$ cat src/hdl/demap_pkg.sv
package demap_pkg;

    // one IQ component, input word carries I low and Q high
    localparam int IQ_DW = 16;

    // one soft bit
    localparam int LLR_DW = 8;

    // symbol tag width, channel type of each symbol
    localparam int USER_DW = 2;

    // tag value of PBCH symbols
    localparam logic [USER_DW-1:0] PBCH_TAG = 2'd1;

    // wide side of the output FIFO holds one LLR pair per word
    localparam int PAIR_DW = 2 * LLR_DW;

    // 16 pair words, i.e. 32 LLRs on the narrow side
    localparam int FIFO_ADDR_W = 4;
    localparam logic [FIFO_ADDR_W:0] FIFO_DEPTH = {1'b1, {FIFO_ADDR_W{1'b0}}};

    // signed soft bit, sign follows the component sign
    typedef logic signed [LLR_DW-1:0] llr_t;

    // lane layout of one pair word, q in the upper byte
    typedef struct packed {
        llr_t q;
        llr_t i;
    } llr_lanes_t;

    // same 16 bits seen as storage word or as two lanes
    typedef union packed {
        logic [PAIR_DW-1:0] raw;
        llr_lanes_t         lane;
    } llr_pair_u;

endpackage
$ cat src/hdl/pbch_demap_top.sv
`timescale 1ns/1ps

module pbch_demap_top (
    input  logic                            clk_i,
    input  logic                            reset_ni,
    input  logic [2*demap_pkg::IQ_DW-1:0]   s_axis_in_tdata,
    input  logic [demap_pkg::USER_DW-1:0]   s_axis_in_tuser,
    input  logic                            s_axis_in_tlast,
    input  logic                            s_axis_in_tvalid,
    output demap_pkg::llr_t                 m_axis_out_tdata,
    output logic [demap_pkg::USER_DW-1:0]   m_axis_out_tuser,
    output logic                            m_axis_out_tlast,
    output logic                            m_axis_out_tvalid,
    input  logic                            m_axis_out_tready,
    output logic                            overflow
);

    import demap_pkg::*;

    // pair stream from demapper to FIFO, one LLR pair per kept symbol
    llr_pair_u          pair_data;
    logic [USER_DW-1:0] pair_user;
    logic               pair_last;
    logic               pair_valid;

    // symbol filter and QPSK demapper
    // no ready on the input, every valid edge is taken
    demap u_demap (
        .clk_i            (clk_i),
        .reset_ni         (reset_ni),
        .s_axis_in_tdata  (s_axis_in_tdata),
        .s_axis_in_tuser  (s_axis_in_tuser),
        .s_axis_in_tlast  (s_axis_in_tlast),
        .s_axis_in_tvalid (s_axis_in_tvalid),
        .pair_data        (pair_data),
        .pair_user        (pair_user),
        .pair_last        (pair_last),
        .pair_valid       (pair_valid)
    );

    // pair to single LLR width conversion
    // absorbs output back-pressure up to 16 pairs
    axis_fifo_asym u_fifo (
        .clk_i             (clk_i),
        .reset_ni          (reset_ni),
        .pair_data         (pair_data),
        .pair_user         (pair_user),
        .pair_last         (pair_last),
        .pair_valid        (pair_valid),
        .m_axis_out_tready (m_axis_out_tready),
        .m_axis_out_tdata  (m_axis_out_tdata),
        .m_axis_out_tuser  (m_axis_out_tuser),
        .m_axis_out_tlast  (m_axis_out_tlast),
        .m_axis_out_tvalid (m_axis_out_tvalid),
        .overflow          (overflow)
    );

endmodule

$ cat src/hdl/axis_fifo_asym.sv
`timescale 1ns/1ps

module axis_fifo_asym (
    input  logic                            clk_i,
    input  logic                            reset_ni,
    input  demap_pkg::llr_pair_u            pair_data,
    input  logic [demap_pkg::USER_DW-1:0]   pair_user,
    input  logic                            pair_last,
    input  logic                            pair_valid,
    input  logic                            m_axis_out_tready,
    output demap_pkg::llr_t                 m_axis_out_tdata,
    output logic [demap_pkg::USER_DW-1:0]   m_axis_out_tuser,
    output logic                            m_axis_out_tlast,
    output logic                            m_axis_out_tvalid,
    output logic                            overflow
);

    import demap_pkg::*;

    // one pair word per entry plus its sideband
    logic [PAIR_DW-1:0] pair_mem [FIFO_DEPTH];
    logic [USER_DW-1:0] user_mem [FIFO_DEPTH];
    logic               last_mem [FIFO_DEPTH];

    // pointers carry one wrap bit above the address
    logic [FIFO_ADDR_W:0] wr_ptr;
    logic [FIFO_ADDR_W:0] rd_ptr;
    logic [FIFO_ADDR_W:0] fill;

    logic [FIFO_ADDR_W-1:0] wr_addr;
    logic [FIFO_ADDR_W-1:0] rd_addr;

    logic empty;
    logic full;
    logic wr_en;

    // handshake of the narrow side
    logic beat_done;

    // low picks the i lane of the head word and high the q lane
    logic lane_sel;

    // head word decoded into its lanes
    llr_pair_u head;

    assign wr_addr = wr_ptr[FIFO_ADDR_W-1:0];
    assign rd_addr = rd_ptr[FIFO_ADDR_W-1:0];

    // occupancy in pair words from 0 to 16
    assign fill  = wr_ptr - rd_ptr;
    assign empty = (fill == '0);

    // only a full store sets the wrap-difference bit
    assign full  = fill[FIFO_ADDR_W];

    // writes while full are lost
    assign wr_en = pair_valid && !full;

    assign beat_done = m_axis_out_tvalid && m_axis_out_tready;

    // wide word stored as is on the write side
    always_ff @(posedge clk_i) begin
        if (wr_en) begin
            pair_mem[wr_addr] <= pair_data.raw;
            user_mem[wr_addr] <= pair_user;
            last_mem[wr_addr] <= pair_last;
        end
    end

    always_ff @(posedge clk_i) begin
        if (!reset_ni) begin
            wr_ptr <= '0;
        end else if (wr_en) begin
            wr_ptr <= wr_ptr + 1'b1;
        end
    end

    // read pointer and lane select
    always_ff @(posedge clk_i) begin
        if (!reset_ni) begin
            rd_ptr   <= '0;
            lane_sel <= 1'b0;
        end else if (beat_done) begin
            lane_sel <= !lane_sel;
            // head word retired only with its q beat
            if (lane_sel) begin
                rd_ptr <= rd_ptr + 1'b1;
            end
        end
    end

    // sticky drop flag
    // stays set until the next reset
    always_ff @(posedge clk_i) begin
        if (!reset_ni) begin
            overflow <= 1'b0;
        end else if (pair_valid && full) begin
            overflow <= 1'b1;
        end
    end

    // head word always visible as the first word falls through
    assign head.raw = pair_mem[rd_addr];

    assign m_axis_out_tvalid = !empty;

    // narrow side gives i then q of the head word
    assign m_axis_out_tdata = lane_sel ? head.lane.q : head.lane.i;
    assign m_axis_out_tuser = user_mem[rd_addr];

    // frame end belongs to the last soft bit of the symbol
    assign m_axis_out_tlast = lane_sel && last_mem[rd_addr];

    // a stalled beat must not change under the consumer
    property p_hold_on_stall;
        @(posedge clk_i) disable iff (!reset_ni)
            (m_axis_out_tvalid && !m_axis_out_tready) |=>
                (m_axis_out_tvalid
                 && $stable(m_axis_out_tdata)
                 && $stable(m_axis_out_tuser)
                 && $stable(m_axis_out_tlast));
    endproperty

    a_hold_on_stall: assert property (p_hold_on_stall)
        else $error("fifo: output changed while stalled");

    // neither pointer runs past the other
    property p_ptr_order;
        @(posedge clk_i) disable iff (!reset_ni)
            fill <= FIFO_DEPTH;
    endproperty

    a_ptr_order: assert property (p_ptr_order)
        else $error("fifo: pointer overrun, fill %0d", fill);

    // tlast only ever on the q beat
    property p_last_on_q;
        @(posedge clk_i) disable iff (!reset_ni)
            (m_axis_out_tvalid && !lane_sel) |-> !m_axis_out_tlast;
    endproperty

    a_last_on_q: assert property (p_last_on_q)
        else $error("fifo: tlast on an i beat");

endmodule

$ cat src/hdl/demap.sv
`timescale 1ns/1ps

module demap (
    input  logic                            clk_i,
    input  logic                            reset_ni,
    input  logic [2*demap_pkg::IQ_DW-1:0]   s_axis_in_tdata,
    input  logic [demap_pkg::USER_DW-1:0]   s_axis_in_tuser,
    input  logic                            s_axis_in_tlast,
    input  logic                            s_axis_in_tvalid,
    output demap_pkg::llr_pair_u            pair_data,
    output logic [demap_pkg::USER_DW-1:0]   pair_user,
    output logic                            pair_last,
    output logic                            pair_valid
);

    import demap_pkg::*;

    // symbol is kept only when valid and tagged PBCH
    logic in_pbch;

    // hard-truncated soft bits of the current input symbol
    llr_t llr_i;
    llr_t llr_q;

    assign in_pbch = s_axis_in_tvalid && (s_axis_in_tuser == PBCH_TAG);

    // QPSK maps each component to one bit
    // upper LLR_DW bits of the component with the low bits dropped
    assign llr_i = s_axis_in_tdata[IQ_DW-1 -: LLR_DW];
    assign llr_q = s_axis_in_tdata[2*IQ_DW-1 -: LLR_DW];

    // one cycle of valid per kept symbol
    always_ff @(posedge clk_i) begin
        if (!reset_ni) begin
            pair_valid <= 1'b0;
        end else begin
            pair_valid <= in_pbch;
        end
    end

    // pair payload loaded only for kept symbols
    // holds between kept symbols
    always_ff @(posedge clk_i) begin
        if (in_pbch) begin
            pair_data.lane.i <= llr_i;
            pair_data.lane.q <= llr_q;
            pair_user        <= s_axis_in_tuser;
            pair_last        <= s_axis_in_tlast;
        end
    end

    // every pair strobe traces back to a PBCH symbol one edge earlier
    property p_pair_from_pbch;
        @(posedge clk_i) disable iff (!reset_ni)
            pair_valid |-> $past(in_pbch);
    endproperty

    a_pair_from_pbch: assert property (p_pair_from_pbch)
        else $error("demap: pair_valid without a preceding PBCH input");

endmodule

$ cat config.mk
export PLATFORM = sky130hd
export DESIGN_NAME = pbch_demap_top
export DESIGN_NICKNAME = d
export VERILOG_FILES = /design/src/hdl/demap_pkg.sv /design/src/hdl/pbch_demap_top.sv /design/src/hdl/axis_fifo_asym.sv /design/src/hdl/demap.sv
export SDC_FILE = /design/constraint.sdc
export NUM_CORES = 1
export LEC_CHECK = 0
export ABC_AREA = 0
export BUFFER_PORTS_ARGS = -buffer_cell sky130_fd_sc_hd__buf_2
export CAP_MARGIN = 25
export CORE_ASPECT_RATIO = 1.75
export CORE_MARGIN = 2
export CORE_UTILIZATION = 40
export CTS_CLUSTER_DIAMETER = 60
export DETAILED_ROUTE_END_ITERATION = 10
export PLACE_DENSITY = 0.63
export SKIP_LAST_GASP = 1
export SLEW_MARGIN = 5
export SYNTH_ARGS = -nofsm -noshare
export SYNTH_HDL_FRONTEND = slang
export SYNTH_HIERARCHICAL = 1
export SYNTH_SLANG_ARGS = --single-unit
$ cat constraint.sdc
create_clock -name clk_i -period 4.9 [get_ports clk_i]
set_clock_uncertainty 0.05 [all_clocks]
set_input_delay 0.245 -clock clk_i [delete_from_list [all_inputs] [get_ports clk_i]]
set_output_delay 0.245 -clock clk_i [all_outputs]
set_load 0.05 [all_outputs]
==> impl_metrics.json <==
{
  "grt_pass1_wl_um": 40700,
  "startpoint_type": "flop",
  "hold_slack_ps": 73.9,
  "core_region_area_um2": 32200,
  "internal-power_mw": 4.29,
  "grt.total_usage": 0.164,
  "yosysWarnings": 6,
  "cp.arrival_ps": 3410,
  "synth_xor_area_frac": 0.00335,
  "layout_commonest_cell": "edfxtp_1",
  "cts_buffer_depth": 3,
  "drt_iter0_markers": 557,
  "path_max_fanout": 42,
  "drive_gt1_frac": 0.302,
  "ys_types": 32,
  "drt_pass1_iterations": 5,
  "clk_pin_slew_ps": 70,
  "cpMaxStageDelayCell": "dfxtp_4",
  "max_freq_mhz": 270,
  "place.gp.congestion": 0.763,
  "setup_viol": 0,
  "grt_pass1_vias": 6424,
  "fillers": 2709,
  "vias": 5807,
  "start_util": 0.405,
  "final_cell_mix": "edfxtp_1 (323), mux4_2 (95), buf_2 (35), clkbuf_16 (27), dlygate4sd3_1 (21)",
  "portBuffers": 35,
  "drt_wl_total_um": 27200,
  "leakagePower_nw": 4.57,
  "relSlewSlack": 0.344,
  "wl_per_cell_um": 25.9,
  "crit_buf_inv": 2,
  "dieArea_um2": 34200,
  "synth.area.mux_share": 0.176,
  "final_nets": 681,
  "synth_compound_area_frac": 0.00546,
  "cts_tree": "done",
  "hp-class": "in -> reg",
  "cts.sinks": 340,
  "syn_nets": 614,
  "setup_tns_ps": 0,
  "fin_crit_ps": 3710,
  "cp_cell_sequence": "buf_4 > mux4_2 > mux4_2 > mux2_2 > buf_2",
  "power_density_nw_per_um2": 361,
  "critPathMaxStageDelay_ps": 920,
  "row_count": 87,
  "vdd_drop_max_mv": 0.248,
  "avgSynthCellArea_um2": 23.1,
  "ant_nets": 0,
  "path_delay_family": "multiplexers",
  "grt_overflow": 0,
  "antenna_found_initial": 0,
  "die_x_um": 141,
  "critical_path_class": "reg -> out",
  "p_switching_mw": 1.02,
  "worstPathRequired_ps": 4610,
  "synth-simple-area-share": 0.0261,
  "via_per_inst": 5.52,
  "min_period_over_period": 0.757,
  "insertedDiodeCount": 0,
  "status": "finished clean",
  "syn_inst": 566,
  "clockPowerShare": 0.382,
  "worstSetupEndpointType": "output port",
  "clk_latency_ps": 530,
  "dpl.hpwl_um": 15100,
  "p_seq_frac": 0.605,
  "comb_power_share": 0.014,
  "syn_area_um2": 13100,
  "switching_share": 0.192,
  "cts_buffers": 27,
  "area_delta_synth_final_pct": 12.8,
  "hold_violations": 0,
  "cpMostUsedCell": "mux4_2",
  "die_h_um": 243,
  "grt_start_max_net_pins": 45,
  "pin_count": 52,
  "synth_top_family_by_area": "multiplexers",
  "clockRootBuffer": "clkbuf_16",
  "yosysSeqAreaShare": 0.769,
  "slew_viol_final": 0,
  "htreeDepth": 1,
  "synthAdderAreaFrac": 0.00862,
  "instances_no_fill": 1052,
  "drv_cap": 0,
  "p_total_mw": 5.32,
  "placed_cells": 983,
  "ys_seq_elements": 340,
  "remaining_drc_errors": 0,
  "rsz0062_at_grt": "false",
  "worst_slew_pin_slew_ps": 983
}
## final cells by class
cell class / count / area, µm² / area share
Sequential cell: 340 / 10000 / 0.682
Clock inverter: 9 / 77.6 / 0.00527
Multi-Input combinational cell: 195 / 2900 / 0.197
Clock buffer: 39 / 721 / 0.0489
Tap cell: 400 / 500 / 0.0340
Inverter: 5 / 18.8 / 0.00127
Timing Repair Buffer: 64 / 470 / 0.0319
## through the flow
step,instance area [µm²],setup WS (ps),utilization
2_1_floorplan,13100,1750,-
3_3_place_gp,13700,1710,0.426
3_5_place_dp,13700,1670,0.426
5_1_grt,14700,993,0.457
4_1_cts,14700,1080,0.457
6_report,14700,1190,0.457
## kinds of logic (layout without fill, tap and decap cells)
kind of cell    Yosys count  count (layout)
mux                     110             110
flops                   340             340
fa+ha+maj                 9               9
xor+xnor                  5               5
simple gates             59              59
buf+inv                  31             117
compound gates           12              12
## Yosys cell counts
library cell    n  area share
edfxtp_1      323        0.74
mux4_2         95        0.16
and3_1         18      0.0086
dfxtp_1        17       0.026
clkbuf_1       15      0.0043
nand2_1        12      0.0034
ha_1            9      0.0086
mux2_2          8      0.0069
mux2i_1         7      0.0054
nor2b_1         7      0.0034
and2_1          6      0.0029
a21oi_1         5      0.0019
inv_1           5      0.0014
buf_2           4      0.0015
buf_6           4      0.0034
nand2b_1        4      0.0019
xnor2_1         4      0.0027
buf_1           3     0.00086
nand3_1         3      0.0011
nand4_1         3      0.0014
o21a_1          2      0.0011
o21ai_1         2     0.00077
a21o_1          1     0.00058
a31oi_1         1     0.00048
and3b_2         1     0.00077
and4b_1         1     0.00077
nand3b_1        1     0.00058
nor2_1          1     0.00029
nor3_1          1     0.00038
nor4_1          1     0.00048
o211ai_1        1     0.00058
xor2_1          1     0.00067
## sequential cells by signal, indices dropped and copies added (netlist names), 2 cells and up, named ones only
signal             flops
u_fifo/pair_mem      256
u_fifo/last_mem       16
u_fifo/rd_ptr          5
u_fifo/wr_ptr          5
u_demap/pair_data     16
u_fifo/user_mem       32
u_demap/pair_user      2
## timing repair
item | in CTS | in global routing
hold endpoints to repair | 21 | 0
hold buffers | 21 | 0
setup buffers | 0 | 0
gates resized for setup | 0 | 0
endpoints found under the setup margin | 0 | 0
## worst register-to-register path: stages, from the launching register on
cell	delay (ps)
dfxtp_1	390
inv_1	70
ha_1	310
nor2b_1	150
o211ai_1	220
a21o_1	240
and3_1	460
and3_2	790
## path summary, 6_finish.rpt
path,from,endpoint,slack [ps],cells after the start
min,reset_ni,u_fifo/rd_ptr[3]$_SDFFE_PN0P_,70,2
min reg2reg,u_fifo/wr_ptr[4]$_SDFFE_PN0P_,u_fifo/wr_ptr[4]$_SDFFE_PN0P_,440,2
max reg2reg,u_fifo/rd_ptr[1]$_SDFFE_PN0P_,u_fifo/pair_mem[2][11]$_DFFE_PP_,1840,7
max,flop,m_axis_out_tdata[4],1190,5
## metal layers
layer | vias to the layer above | GRT usage | wire length (µm)
met5 | - | 0 | 0
li1 | 2502 | - | -
met3 | 48 | 0.0174 | 1200
met1 | 3104 | 0.184 | 9720
met2 | 153 | 0.318 | 15600
met4 | 0 | 0.0576 | 745
## power by group through the flow
stage / combinational, mW / sequential (mW) / clock [mW]
floorplan: 0.0388 / 3.27 / 0
global placement: 0.0593 / 3.27 / 0
detailed placement: 0.0607 / 3.28 / 0
CTS: 0.0742 / 3.22 / 2.07
global route: 0.0781 / 3.22 / 2.16
finish: 0.0728 / 3.21 / 2.03
No activity file was read; power rests on OpenSTA's default activity.
